## src/source/sysctl_cfg.svh

```systemverilog
`ifndef SYSCTL_CFG_SVH
`define SYSCTL_CFG_SVH

// region patterns, compared against the upper address bits
`define SYSCTL_SYS_PAGE  8'h93   // cpu_addr[15:8]
`define SYSCTL_IO_PAGE   8'h92   // cpu_addr[15:8]
`define SYSCTL_VIDEO_HI  9'h120  // cpu_addr[15:7], 0x9000 to 0x907f

// timer array
`define SYSCTL_TIMERS    8
`define SYSCTL_TICK_W    20

// throttle counter, divides by up to 32
`define SYSCTL_DIV_W     5

`endif

```

## src/source/sysctl_pkg.sv

```systemverilog
`default_nettype none

`include "sysctl_cfg.svh"

package sysctl_pkg;

   typedef logic [15:0] cpu_addr_t;                     // cpu address
   typedef logic [7:0]  cpu_data_t;                     // bus byte
   typedef logic [7:0]  reg_offs_t;                     // offset inside a page
   typedef logic [`SYSCTL_TICK_W-1:0] tick_t;           // timer count
   typedef logic [2:0]  speed_t;                        // throttle code
   typedef logic [$clog2(`SYSCTL_TIMERS)-1:0] timer_idx_t;

   // decoded bus regions
   typedef enum logic [2:0] {
      REGION_NONE  = 3'd0,
      REGION_ROM   = 3'd1,
      REGION_RAM   = 3'd2,
      REGION_IO    = 3'd3,
      REGION_VIDEO = 3'd4,
      REGION_SYS   = 3'd5
   } bus_region_e;

endpackage

`default_nettype wire

```

## src/source/sys_bus_if.sv

```systemverilog
`timescale 1ns/1ps
`default_nettype none

interface sys_bus_if;

   sysctl_pkg::reg_offs_t offs;     // low address byte
   sysctl_pkg::cpu_data_t wr_data;
   logic                  wr_en;    // one cycle per write
   logic                  sys_sel;  // address in the system page

   modport master (
      output offs,
      output wr_data,
      output wr_en,
      output sys_sel
   );

   modport slave (
      input offs,
      input wr_data,
      input wr_en,
      input sys_sel
   );

endinterface

`default_nettype wire

```

## src/source/interval_timer.sv

```systemverilog
`timescale 1ns/1ps
`default_nettype none

module interval_timer (
   input  wire logic              sys_clk,
   input  wire logic              reset_n,
   input  wire logic              enable,
   input  wire logic              reload,
   input  wire logic              irq_ack,
   input  wire sysctl_pkg::tick_t max_ticks,
   output logic                   irq,
   output sysctl_pkg::tick_t      value
);

   logic wrap;

   assign wrap = enable && (value == max_ticks);

   always_ff @(posedge sys_clk) begin
      if (!reset_n) begin
         value <= '0;
      end else if (reload) begin
         value <= '0;
      end else if (wrap) begin
         value <= '0;
      end else if (enable) begin
         value <= value + 1'b1;
      end
   end

   // sticky until acknowledged, a new wrap wins over the ack
   always_ff @(posedge sys_clk) begin
      if (!reset_n) begin
         irq <= 1'b0;
      end else if (wrap && !reload) begin
         irq <= 1'b1;
      end else if (irq_ack) begin
         irq <= 1'b0;
      end
   end

endmodule

`default_nettype wire

```

## src/source/sys_regs.sv

```systemverilog
`timescale 1ns/1ps
`default_nettype none

`include "sysctl_cfg.svh"

module sys_regs (
   input  wire logic             sys_clk,
   input  wire logic             reset_n,
   sys_bus_if.slave              bus,
   output sysctl_pkg::cpu_data_t rd_data,
   output sysctl_pkg::speed_t    cpu_speed,
   output logic                  irq_n
);

   sysctl_pkg::timer_idx_t    timer_idx;
   sysctl_pkg::tick_t         ticks [`SYSCTL_TIMERS];
   sysctl_pkg::tick_t         value [`SYSCTL_TIMERS];
   sysctl_pkg::tick_t         sel_value;
   sysctl_pkg::cpu_data_t     irq_byte;
   logic [`SYSCTL_TIMERS-1:0] enable;
   logic [`SYSCTL_TIMERS-1:0] reload;
   logic [`SYSCTL_TIMERS-1:0] irq_ack;
   logic [`SYSCTL_TIMERS-1:0] irq;
   logic                      wr;

   assign wr        = bus.sys_sel && bus.wr_en;
   assign sel_value = value[timer_idx];
   assign irq_n     = ~|irq;

   // control registers and strobes
   always_ff @(posedge sys_clk) begin
      if (!reset_n) begin
         cpu_speed <= '0;
         timer_idx <= '0;
         enable    <= '0;
         reload    <= '0;
         irq_ack   <= '0;
      end else begin
         reload  <= '0;  // strobes last one cycle
         irq_ack <= '0;
         if (wr) begin
            case (bus.offs)
               8'h00: cpu_speed <= bus.wr_data[2:0];
               8'h01: timer_idx <= bus.wr_data[2:0];
               8'h05: reload[timer_idx] <= 1'b1;
               8'h06: enable[timer_idx] <= bus.wr_data[0];
               8'h07: irq_ack[timer_idx] <= 1'b1;
               default: ;
            endcase
         end
      end
   end

   // tick limits of the indexed timer
   always_ff @(posedge sys_clk) begin
      if (wr) begin
         case (bus.offs)
            8'h02: ticks[timer_idx][7:0]   <= bus.wr_data;
            8'h03: ticks[timer_idx][15:8]  <= bus.wr_data;
            8'h04: ticks[timer_idx][19:16] <= bus.wr_data[3:0];
            default: ;
         endcase
      end
   end

   // read-back, holds outside the page
   always_ff @(posedge sys_clk) begin
      if (bus.sys_sel) begin
         case (bus.offs)
            8'h00: rd_data <= {5'b0, cpu_speed};
            8'h01: rd_data <= {5'b0, timer_idx};
            8'h02: rd_data <= sel_value[7:0];
            8'h03: rd_data <= sel_value[15:8];
            8'h04: rd_data <= {4'b0, sel_value[19:16]};
            8'h06: rd_data <= {7'b0, enable[timer_idx]};
            8'h07: rd_data <= irq_byte;
            default: rd_data <= '0;
         endcase
      end
   end

   // timer 0 lands in bit 7 for the 6502 bit instruction
   for (genvar i = 0; i < `SYSCTL_TIMERS; i++) begin : g_timer
      assign irq_byte[`SYSCTL_TIMERS-1-i] = irq[i];

      interval_timer u_timer (
         .sys_clk   (sys_clk),
         .reset_n   (reset_n),
         .enable    (enable[i]),
         .reload    (reload[i]),
         .irq_ack   (irq_ack[i]),
         .max_ticks (ticks[i]),
         .irq       (irq[i]),
         .value     (value[i])
      );
   end

endmodule

`default_nettype wire

```

## src/source/bus_decoder.sv

```systemverilog
`timescale 1ns/1ps
`default_nettype none

`include "sysctl_cfg.svh"

module bus_decoder (
   input  wire logic                  sys_clk,
   input  wire logic                  reset_n,
   input  wire sysctl_pkg::cpu_addr_t cpu_addr,
   input  wire logic                  cpu_wr_en,
   input  wire logic                  cpu_rd_req,
   output logic                       sys_sel,
   output sysctl_pkg::bus_region_e    bus_region,
   output logic                       cpu_ready
);

   sysctl_pkg::bus_region_e region;
   logic                    rd_req_q;
   logic                    rd_edge;

   assign sys_sel = (cpu_addr[15:8] == `SYSCTL_SYS_PAGE);
   assign rd_edge = cpu_rd_req && !rd_req_q;

   // priority order, rom first
   always_comb begin
      if (cpu_addr[15:14] == 2'b11) begin
         region = sysctl_pkg::REGION_ROM;
      end else if (!cpu_addr[15] || cpu_addr[15:12] == 4'h8) begin
         region = sysctl_pkg::REGION_RAM;  // 0x0000 to 0x8fff
      end else if (cpu_addr[15:8] == `SYSCTL_IO_PAGE) begin
         region = sysctl_pkg::REGION_IO;
      end else if (cpu_addr[15:7] == `SYSCTL_VIDEO_HI) begin
         region = sysctl_pkg::REGION_VIDEO;
      end else if (sys_sel) begin
         region = sysctl_pkg::REGION_SYS;
      end else begin
         region = sysctl_pkg::REGION_NONE;
      end
   end

   always_ff @(posedge sys_clk) begin
      if (!reset_n) begin
         rd_req_q   <= 1'b0;
         cpu_ready  <= 1'b1;
         bus_region <= sysctl_pkg::REGION_NONE;
      end else begin
         rd_req_q  <= cpu_rd_req;
         cpu_ready <= !rd_edge;  // one stall cycle per new read
         if (rd_edge || cpu_wr_en) begin
            bus_region <= region;
         end
      end
   end

endmodule

`default_nettype wire

```

## src/source/cpu_throttle.sv

```systemverilog
`timescale 1ns/1ps
`default_nettype none

`include "sysctl_cfg.svh"

module cpu_throttle (
   input  wire logic               sys_clk,
   input  wire logic               reset_n,
   input  wire sysctl_pkg::speed_t cpu_speed,
   output logic                    cpu_clk_en
);

   logic [`SYSCTL_DIV_W-1:0] div_cnt;
   logic                     en_next;

   always_ff @(posedge sys_clk) begin
      if (!reset_n) begin
         div_cnt <= '0;
      end else begin
         div_cnt <= div_cnt + 1'b1;
      end
   end

   // one pulse per 2**speed cycles
   always_comb begin
      case (cpu_speed)
         3'd0:    en_next = 1'b1;
         3'd1:    en_next = (div_cnt[0] == 1'b0);
         3'd2:    en_next = (div_cnt[1:0] == 2'b0);
         3'd3:    en_next = (div_cnt[2:0] == 3'b0);
         3'd4:    en_next = (div_cnt[3:0] == 4'b0);
         default: en_next = (div_cnt == '0);  // slowest rate
      endcase
   end

   always_ff @(posedge sys_clk) begin
      if (!reset_n) begin
         cpu_clk_en <= 1'b1;  // speed 0 after reset
      end else begin
         cpu_clk_en <= en_next;
      end
   end

endmodule

`default_nettype wire

```

## src/source/sys_controller.sv

```systemverilog
`timescale 1ns/1ps
`default_nettype none

module sys_controller (
   input  wire logic                    sys_clk,
   input  wire logic                    reset_n,
   input  wire sysctl_pkg::cpu_addr_t   cpu_addr,
   input  wire sysctl_pkg::cpu_data_t   cpu_wr_data,
   input  wire logic                    cpu_wr_en,
   input  wire logic                    cpu_rd_req,
   output wire logic                    cpu_ready,
   output wire sysctl_pkg::bus_region_e bus_region,
   output wire sysctl_pkg::cpu_data_t   sys_rd_data,
   output wire logic                    irq_n,
   output wire logic                    cpu_clk_en
);

   sys_bus_if          bus ();
   wire logic          sys_sel;
   sysctl_pkg::speed_t cpu_speed;

   // cpu side of the register page
   assign bus.offs    = cpu_addr[7:0];
   assign bus.wr_data = cpu_wr_data;
   assign bus.wr_en   = cpu_wr_en;
   assign bus.sys_sel = sys_sel;

   bus_decoder u_decoder (
      .sys_clk    (sys_clk),
      .reset_n    (reset_n),
      .cpu_addr   (cpu_addr),
      .cpu_wr_en  (cpu_wr_en),
      .cpu_rd_req (cpu_rd_req),
      .sys_sel    (sys_sel),
      .bus_region (bus_region),
      .cpu_ready  (cpu_ready)
   );

   sys_regs u_regs (
      .sys_clk   (sys_clk),
      .reset_n   (reset_n),
      .bus       (bus.slave),
      .rd_data   (sys_rd_data),
      .cpu_speed (cpu_speed),
      .irq_n     (irq_n)
   );

   cpu_throttle u_throttle (
      .sys_clk    (sys_clk),
      .reset_n    (reset_n),
      .cpu_speed  (cpu_speed),
      .cpu_clk_en (cpu_clk_en)
   );

endmodule

`default_nettype wire

```

## config.mk

```make
export PLATFORM = sky130hd
export DESIGN_NAME = sys_controller
export DESIGN_NICKNAME = d
export VERILOG_FILES = /design/src/source/sysctl_pkg.sv /design/src/source/sys_bus_if.sv /design/src/source/interval_timer.sv /design/src/source/sys_regs.sv /design/src/source/bus_decoder.sv /design/src/source/cpu_throttle.sv /design/src/source/sys_controller.sv
export VERILOG_INCLUDE_DIRS = /design/src /design/src/source
export SDC_FILE = /design/constraint.sdc
export NUM_CORES = 1
export LEC_CHECK = 0
export BUFFER_PORTS_ARGS = -buffer_cell sky130_fd_sc_hd__clkbuf_2
export CAP_MARGIN = 0
export CORE_MARGIN = 2
export CORE_UTILIZATION = 50
export DETAILED_ROUTE_END_ITERATION = 16
export GPL_TIMING_DRIVEN = 0
export MAX_ROUTING_LAYER = met4
export PLACE_DENSITY = 0.78
export SLEW_MARGIN = 15
export SYNTH_ARGS = -nofsm -noshare
export SYNTH_HDL_FRONTEND = slang
export SYNTH_SLANG_ARGS = --single-unit
```

## constraint.sdc

```tcl
create_clock -name sys_clk -period 7.95 [get_ports sys_clk]
set_input_delay 1.59 -clock sys_clk [delete_from_list [all_inputs] [get_ports sys_clk]]
set_output_delay 1.59 -clock sys_clk [all_outputs]
set_load 0.05 [all_outputs]
```

# Word-level counts from Yosys, hierarchy flattened
# Memories as Yosys holds them, arrays and structs flattened.
# Cells that the tools add are included.
[word_totals] ff_bits=217 ramBits=160 inputBits=28 n_memories=1
[classes] addsub=9 order_cmp=3 eq_ne=24 muxes=40 bitwise=3 reduce_logical=61
[mem_list] memory="u_regs.ticks" depth=8 word_bits=20 rd=8 rd_clocked_by_memory_dff=0 wr=1 line_no="sys_regs.sv:16" text="sysctl_pkg::tick_t ticks [`SYSCTL_TIMERS];"
[op_table] operator="$add 20x1->20 const B" n=8
[op_table] operator="$eq 20x20->1" n=8
[op_table] operator="$bmux 20 s3" n=1
[op_table] operator="$pmux 8 s7" n=1
[op_table] operator="$mux 20" n=2
[op_table] operator="$eq 8x3->1 const B" n=4
[op_table] operator="$mux 1" n=27
[op_table] operator="$reduce_or 3->1" n=8
[op_table] operator="$logic_and 1x1->1" n=19
[op_table] operator="$eq 8x2->1 const B" n=2
[op_table] operator="$eq 8x8->1 const B" n=2
[op_table] operator="$reduce_bool 2->1" n=8
[op_table] operator="$mux 3" n=5
[op_table] operator="$logic_not 1->1" n=12
[op_table] operator="$eq 9x9->1 const B" n=1
[op_table] operator="$bwmux 8" n=1
[op_table] operator="$eq 8x1->1 const B" n=1
[op_table] operator="$logic_not 8->1" n=1
[op_table] operator="$reduce_or 8->1" n=1
[op_table] operator="$eq 3x2->1 const B" n=2
[op_table] operator="$logic_not 3->1" n=2
[op_table] operator="$reduce_and 2->1" n=3
[op_table] operator="$reduce_and 3->1" n=2
[op_table] operator="$add 5x1->5 const B" n=1
[op_table] operator="16 further kinds" n=18

# Longest topological paths before layout
# Gate-level depths: netlist of the first run.
[logic_depth] ltp_word=6 ltp_mapped=9 depth_no_buf=6

# Cells and area by module
# Synthesis of the first run repeated with hierarchy kept, for this count alone.
[unflattened] cells_unflattened=1612 area_unflattened_um2=18200.0
[by_module_without_submodules] module="interval_timer" instances=8 cells_each=135 area_per_inst_um2=1223.7 seq_area_each_um2=420.4
[by_module_without_submodules] module="sys_regs" instances=1 cells_each=474 area_per_inst_um2=7877.6 seq_area_each_um2=5645.4
[by_module_without_submodules] module="cpu_throttle" instances=1 cells_each=29 area_per_inst_um2=277.8 seq_area_each_um2=120.1
[by_module_without_submodules] module="bus_decoder" instances=1 cells_each=29 area_per_inst_um2=255.2 seq_area_each_um2=100.1

# Worst setup path before layout of the first run
# OpenSTA, ideal clock, no wires.
[synth_timing] kind="input -> register" startpoint="input cpu_addr[7]" endpoint="memory u_regs.ticks[0][0] in the netlist's numbering (enable)" setup_time_ns=0.370 arrival_time_ns=3.242 setup_slack_ns=4.338 path_stages=4 path_buffers=0 cell_sequence="or4_4 nor4b_2 nand2_1 nor2_1"
[synth_via] elab_chain_len=4
[synth_rtl] element="start: declaration" line_no="sys_controller.sv:7" text="input wire sysctl_pkg::cpu_addr_t cpu_addr,"
[synth_rtl] element="$eq 8x2->1" line_no="sys_regs.sv:57" text="case (bus.offs)"
[synth_rtl] element="$mux 1" line_no="sys_regs.sv:57"
[synth_rtl] element="$mux 1" line_no="sys_regs.sv:56" text="if (wr) begin"
[synth_rtl] element="$mux 1 (not written as such)" line_no="sys_regs.sv:58" text="8'h02: ticks[timer_idx][7:0] <= bus.wr_data;"
[synth_rtl] element="end: declaration" line_no="sys_regs.sv:16"
# No other way between the ends.

# Worst setup path after layout of the first run
[layout_timing] startpoint="input cpu_addr[7]" endpoint="memory u_regs.ticks[1][6] in the netlist's numbering (enable)"
# Same word-level chain as after synthesis.

==> results.sh, run 1 <==
export IMPL_status="completed"
export IMPL_grt_pass1_wl_mm=77.1
export IMPL_cpMaxStageDelayCell="nor2_1"
export IMPL_initial_core_util=0.504
export IMPL_ant_nets=0
export IMPL_fin_skew_ns=0.0184
export IMPL_fin_tns_setup_ns=0
export IMPL_synth_top_area_frac=0.292
export IMPL_fmax_mhz=225
export IMPL_routed_wl_mm=52.4
export IMPL_ys_seq_area_frac=0.534
export IMPL_rsz0062_at_grt="false"
export IMPL_finalNetCount=1727
export IMPL_n_antenna_cell=0
export IMPL_p_per_area_nw_per_um2=207
export IMPL_grt_pass1_vias=12400
export IMPL_critPathLaunch="cpu_addr[7]"
export IMPL_max_stage_delay_ns=0.83
export IMPL_synth_edf_count=168
export IMPL_r2r_start="u_regs.timer_idx[2]"
export IMPL_grt_usage=0.299
export IMPL_cp_start_kind="primary input"
export IMPL_drive_gt1_frac=0.0883
export IMPL_yosys_area_top_type="edfxtp_1"
export IMPL_antenna_found_initial=1
export IMPL_avgRoutedWirePerCell_um=24.1
export IMPL_cts_reportedPaths_clkPinSlew_ns=0.06
export IMPL_worstPathRequired_ns=8.11
export IMPL_rows=68
export IMPL_core_area_sq_um=34300
export IMPL_postCtsSetupBuffers=0
export IMPL_synth_seq_cells=377
export IMPL_synth_fa_ha_area_frac=0.00724
export IMPL_via_count=12900
export IMPL_die_w_um=190
export IMPL_async_flop_share=0
export IMPL_synth_area_leaders="edfxtp_1, dfxtp_1, xor2_1, xnor2_1, nor2_1"
export IMPL_most_common_layout_cells="nor2_1, dfxtp_1, edfxtp_1"
export IMPL_ys_flop_type="dfxtp_1"
export IMPL_place_area_sq_um=18100
export IMPL_crit_chain="clkbuf_2 > or4_4 > nor4b_2 > nand2_1 > nor2_1"
export IMPL_clkLatencyLatePin_ns=0.54
export IMPL_dpl_worst_slack_ns=3.11
export IMPL_fin_area_sq_um=19400
export IMPL_ys_types=64
export IMPL_vias_per_cell=5.92
export IMPL_synth_xor_area_frac=0.159
export IMPL_hold_viol_final=0
export IMPL_place_inst=2102
export IMPL_cp_arrival_ns=4.61
export IMPL_end_kind="flip-flop"
export IMPL_ys_warnings_count=0
export IMPL_critPathMaxFanout=8
export IMPL_synthesis_nets=1644
export IMPL_clockBufferDepth=3
export IMPL_avgSynthCellArea_sq_um=10.8
export IMPL_gp_congestion=1.03
export IMPL_critical_path_class="primary input to flip-flop"
export IMPL_synth_simple_area_share=0.174
export IMPL_syn_area_sq_um=17300
export IMPL_root_buffer="clkbuf_16"
export IMPL_grt_max_degree=28
export IMPL_ctsResizeCount=0
export IMPL_numCtsBuffers=40
export IMPL_finalWorstSetupSlack_ns=3.50
export IMPL_drv_cap=0
export IMPL_fin_crit_sh=0.560
export IMPL_fin_crit_ns=4.45
export IMPL_setup_violations=0
export IMPL_first_pass_iters=5
export IMPL_drc=0
export IMPL_min_from="u_decoder.rd_req_q"
export IMPL_relSlewSlack=0.269
export IMPL_htree_levels=2
export IMPL_synthMuxAreaShare=0.0466
export IMPL_cts_sinks=377
export IMPL_drt_iter0_drc=1465
export IMPL_grt_overflow=0
export IMPL_power_mw=4.01
export IMPL_mostFrequentLayoutCell="nor2_1"
export IMPL_worstMarginPinSlew_ns=1.09
export IMPL_cts_hold_buffers_added=0
export IMPL_synth_top_family_by_area="simple AND/OR/NAND/NOR gates"
export IMPL_hold_class="flip-flop to flip-flop"
export IMPL_cts_tree="built"
export IMPL_fin_cells=2176
export IMPL_p_leak_nw=6.51
export IMPL_final_max_slew_viol_count=0
export IMPL_peakVddDrop_v=0.000134
export IMPL_syn_to_final_growth_pct=12.3
export IMPL_hpwlAfterDp_mm=37.6
export IMPL_portBuffers=41
export IMPL_die_area_sq_um=36100
export IMPL_synth_compound_area_share=0.0534
export IMPL_io_pins=42
export IMPL_synthCells=1606
export IMPL_fp_dieH_um=190
==> state kept, by name (all words and copies together) (netlist names) <==
register                      count
u_regs.enable                     8
u_regs.timer_idx                  3
u_regs.ticks                    160
u_decoder.rd_req_q                1
u_regs.cpu_speed                  3
u_decoder.bus_region              3
u_regs.irq_ack                    8
u_throttle.cpu_clk_en             1
u_regs.rd_data                    8
u_regs.g_timer.u_timer.irq        8
u_regs.reload                     8
u_throttle.div_cnt                5
u_regs.g_timer.u_timer.value    160
u_decoder.cpu_ready               1
==> worst paths after layout <==
check / endpoint / slack (ns) / cells past startpoint
setup / recovery: u_regs.ticks[1][6] / 3.50 / 5
hold / removal: u_decoder.cpu_ready / 0.46 / 2
setup reg to reg: u_regs.ticks[7][10] / 4.68 / 5
hold reg to reg: u_decoder.cpu_ready / 0.46 / 2
==> final cells by class <==
| class | instances | area (sq um) |
|---|---|---|
| inverter | 28 | 105 |
| buffer | 79 | 327 |
| clock buffer | 55 | 1120 |
| multi-input combinational | 1122 | 7620 |
| clock inverter | 19 | 224 |
| timing repair buffer | 41 | 205 |
| fill | 2860 | 14900 |
| sequential | 377 | 9230 |
| tap | 455 | 569 |
==> logic make-up after synthesis <==
group                      after synthesis
AOI/OAI and AO/OA                      128
adders and majority gates               10
and+or+nand+nor                        605
DFF                                    377
muxes                                   65
xor gates and xnor gates               314
buffers and inverters                  107
==> power breakdown <==
group	internal (mW)	switching [mW]
clock	1.13	0.780
sequential	2.02	0.00202
combinational	0.0147	0.0599
total	3.16	0.842
==> worst max-delay path, delay by kind of cell <==
| family | cells | cell delay [ns] |
|---|---|---|
| buffers and inverters | 1 | 0.09 |
| and+or+nand+nor | 4 | 2.92 |
==> cells in the mapped netlist (10+ instances only) <==
| library cell | instances |
|---|---|
| a21oi_1 | 18 |
| a22oi_1 | 11 |
| and2_1 | 21 |
| and3_1 | 22 |
| and4_1 | 19 |
| buf_2 | 21 |
| clkbuf_1 | 55 |
| dfxtp_1 | 209 |
| edfxtp_1 | 168 |
| ha_1 | 10 |
| inv_1 | 26 |
| mux2_1 | 10 |
| mux2i_1 | 40 |
| mux4_2 | 11 |
| nand2_1 | 87 |
| nand3_1 | 55 |
| nand4_1 | 76 |
| nor2_1 | 240 |
| nor2b_1 | 23 |
| nor3_1 | 13 |
| nor4_1 | 19 |
| o21ai_0 | 12 |
| or4_1 | 11 |
| xnor2_1 | 151 |
| xor2_1 | 163 |
==> per-stage QoR <==
stage	utilization	hold slack (ns)
floorplan	-	0.403
global placement	0.527	0.414
detailed placement	0.527	0.428
CTS	0.566	0.443
global route	0.566	0.471
finish	0.566	0.458
==> layer usage <==
metal | wire length (um) | track usage | vias to the layer above
met5 | 0 | - | -
met4 | 2450 | 0.133 | 0
met3 | 4820 | 0.0612 | 149
met2 | 23600 | 0.457 | 660
met1 | 21500 | 0.387 | 6244
li1 | - | - | 5834
No activity file was read; power rests on OpenSTA's default activity.
==> run 2, diff against run 1 <==
--- a/config.mk
+++ b/config.mk
@@ -13,7 +13,7 @@
 export DETAILED_ROUTE_END_ITERATION = 16
 export GPL_TIMING_DRIVEN = 0
 export MAX_ROUTING_LAYER = met4
-export PLACE_DENSITY = 0.78
+export PLACE_DENSITY = 0.81
 export SLEW_MARGIN = 15
 export SYNTH_ARGS = -nofsm -noshare
 export SYNTH_HDL_FRONTEND = slang
==> constraint.sdc (replaced) <==
create_clock -name sys_clk -period 3.8 [get_ports sys_clk]
set_input_delay 0.76 -clock sys_clk [delete_from_list [all_inputs] [get_ports sys_clk]]
set_output_delay 0.76 -clock sys_clk [all_outputs]
set_load 0.05 [all_outputs]
==> run 2 against run 1 <==
  * Worst hold slack worse by 0.024 ns
  * Critical path depth unchanged
  * Sequential share of layout area up 0.27 points
  * Clock-buffer cell count down 3
  * Critical path type unchanged
  * Clock skew about the same
  * Utilization down 0.32 points
  * Die area unchanged
  * Register-to-register slack worse by 4.2 ns
  * Total power up 100%
==> results.sh, run 2 (synthesis results as in run 1) <==
export IMPL_ant_nets=0
export IMPL_drc=0
export IMPL_portBuffers=41
export IMPL_setup_violations=0
export IMPL_ctsResizeCount=0
export IMPL_cpMaxStageDelayCell="nor2_1"
export IMPL_io_pins=42
export IMPL_critPathMaxFanout=8
export IMPL_p_seq_frac=0.525
export IMPL_r2r_setup_slack_ns=0.51
export IMPL_regArea_sq_um=9230
export IMPL_final_max_slew_viol_count=0
export IMPL_reg2reg_depth=6
export IMPL_numCtsBuffers=39
export IMPL_grt_max_degree=28
export IMPL_critPathLaunch="cpu_addr[7]"
export IMPL_htree_levels=2
export IMPL_end_kind="flip-flop"
export IMPL_hpwlAfterDp_mm=37.8
export IMPL_drt_iter0_drc=1334
export IMPL_clkPwrFrac=0.456
export IMPL_grt_pass1_vias=12500
export IMPL_multiInputGateArea_sq_um=7620
export IMPL_r2r_end="u_regs.ticks[7][8]"
export IMPL_fillCellCount=2877
export IMPL_antenna_found_initial=1
export IMPL_clkLatencyLatePin_ns=0.55
export IMPL_mostFrequentLayoutCell="nor2_1"
export IMPL_hold_viol_final=0
export IMPL_peakVddDrop_v=0.000324
export IMPL_p_leak_nw=6.48
export IMPL_fmax_mhz=271
export IMPL_fin_tns_setup_ns=0
export IMPL_syn_to_final_growth_pct=11.6
export IMPL_finalNetCount=1726
export IMPL_p_int_mw=6.32
export IMPL_cp_start_kind="primary input"
export IMPL_worstMarginPinSlew_ns=1.17
export IMPL_reg_largest_list="u_regs.g_timer.u_timer.value (160), u_regs.ticks (160)"
export IMPL_status="completed"
export IMPL_n_antenna_cell=0
export IMPL_cp_num_cells=5
export IMPL_clockBufferDepth=3
export IMPL_die_w_um=190
export IMPL_fin_crit_sh=0.969
export IMPL_grt_pass1_wl_mm=78.1
export IMPL_first_pass_iters=5
export IMPL_critical_path_class="primary input to flip-flop"
export IMPL_min_from="u_decoder.rd_req_q"
export IMPL_postCtsSetupBuffers=0
export IMPL_most_common_layout_cells="nor2_1, dfxtp_1, edfxtp_1"
export IMPL_cts_tree="built"
export IMPL_rsz0062_at_grt="false"
export IMPL_max_stage_delay_ns=0.89
export IMPL_root_buffer="clkbuf_16"
export IMPL_power_net_switching_mw=1.75
export IMPL_grt_usage=0.302
export IMPL_fp_dieH_um=190
export IMPL_relSlewSlack=0.219
export IMPL_routed_wl_mm=52.4
export IMPL_via_count=12900
export IMPL_hold_class="flip-flop to flip-flop"
export IMPL_cp_arrival_ns=3.85
export IMPL_swShare=0.216
export IMPL_crit_path_end="u_regs.ticks[1][0]"
export IMPL_drive_gt1_frac=0.0896
export IMPL_p_per_area_nw_per_um2=419
export IMPL_cts_hold_buffers_added=0
export IMPL_grt_overflow=0
export IMPL_die_area_sq_um=36100
export IMPL_vias_per_cell=5.95
export IMPL_rows=68
export IMPL_cts_sinks=377
export IMPL_fin_crit_ns=3.68
export IMPL_cp_top_family="simple AND/OR/NAND/NOR gates"
export IMPL_drv_cap=0
export IMPL_avgRoutedWirePerCell_um=24.1
export IMPL_gp_congestion=1.04
export IMPL_worstPathRequired_ns=3.97
export IMPL_initial_core_util=0.504
export IMPL_fin_skew_ns=0.0182
export IMPL_cts_reportedPaths_clkPinSlew_ns=0.06
export IMPL_crit_buf_inv=1
export IMPL_whs_ns=0.434
export IMPL_core_area_sq_um=34300
export IMPL_crit_chain="clkbuf_2 > or4_4 > nor4b_2 > nand2_1 > nor2_1"
export IMPL_r2r_start="u_regs.timer_idx[0]"
export IMPL_pwr_share_comb=0.019
-- run 2: worst min-delay path by stage --
| stage | to | slack [ns] | depth (start not counted) |
|---|---|---|---|
| final | u_decoder.cpu_ready | 0.43 | 2 |
| after global routing | u_decoder.cpu_ready | 0.46 | 2 |
| after CTS | u_decoder.cpu_ready | 0.44 | 2 |
| after detailed placement | u_decoder.cpu_ready | 0.42 | 2 |
| after global placement | u_decoder.cpu_ready | 0.42 | 2 |
| after floorplan | u_decoder.cpu_ready | 0.40 | 2 |
-- run 2: layer usage --
layer / wire length (um) / global-route usage
met2: 24000 / 0.471
met1: 21800 / 0.397
met5: 0 / -
met4: 2460 / 0.126
met3: 4240 / 0.0437
-- run 2: power by group through the flow --
stage / sequential (mW) / clock, mW / combinational, mW
detailed placement: 4.33 / 0 / 0.153
CTS: 4.24 / 3.70 / 0.154
global route: 4.24 / 3.85 / 0.165
finish: 4.24 / 3.68 / 0.155
global placement: 4.33 / 0 / 0.149
floorplan: 4.33 / 0 / 0.0524
-- run 2: tightest hold or removal path, stage by stage (launching register included) --
cell,delay (ns)
dfxtp_1,0.30
inv_1,0.05
nand2_1,0.05
-- run 2: layout make-up --
type	count	area share
well taps	455	0.0295
multi-input cells	1122	0.395
plain buffers	79	0.0169
flip-flops and latches	377	0.479
clock inverters	20	0.00688
clock buffers	52	0.0570
inverters	28	0.00545
repair buffers	41	0.0106
-- run 2: through the flow --
| step | area, sq um | cells | setup WS, ns | total power, mW | utilization |
|---|---|---|---|---|---|
| final | 19300 | 2174 | 0.116 | 8.07 | 0.562 |
| after global routing | 19300 | 2174 | 0.177 | 8.25 | 0.562 |
| after CTS | 19300 | 2174 | 0.308 | 8.09 | 0.562 |
| after detailed placement | 18100 | 2102 | -0.244 | 4.48 | 0.527 |
| after global placement | 18100 | 2102 | -0.213 | 4.47 | 0.527 |
| after floorplan | 17300 | 1606 | 1.02 | 4.39 | - |
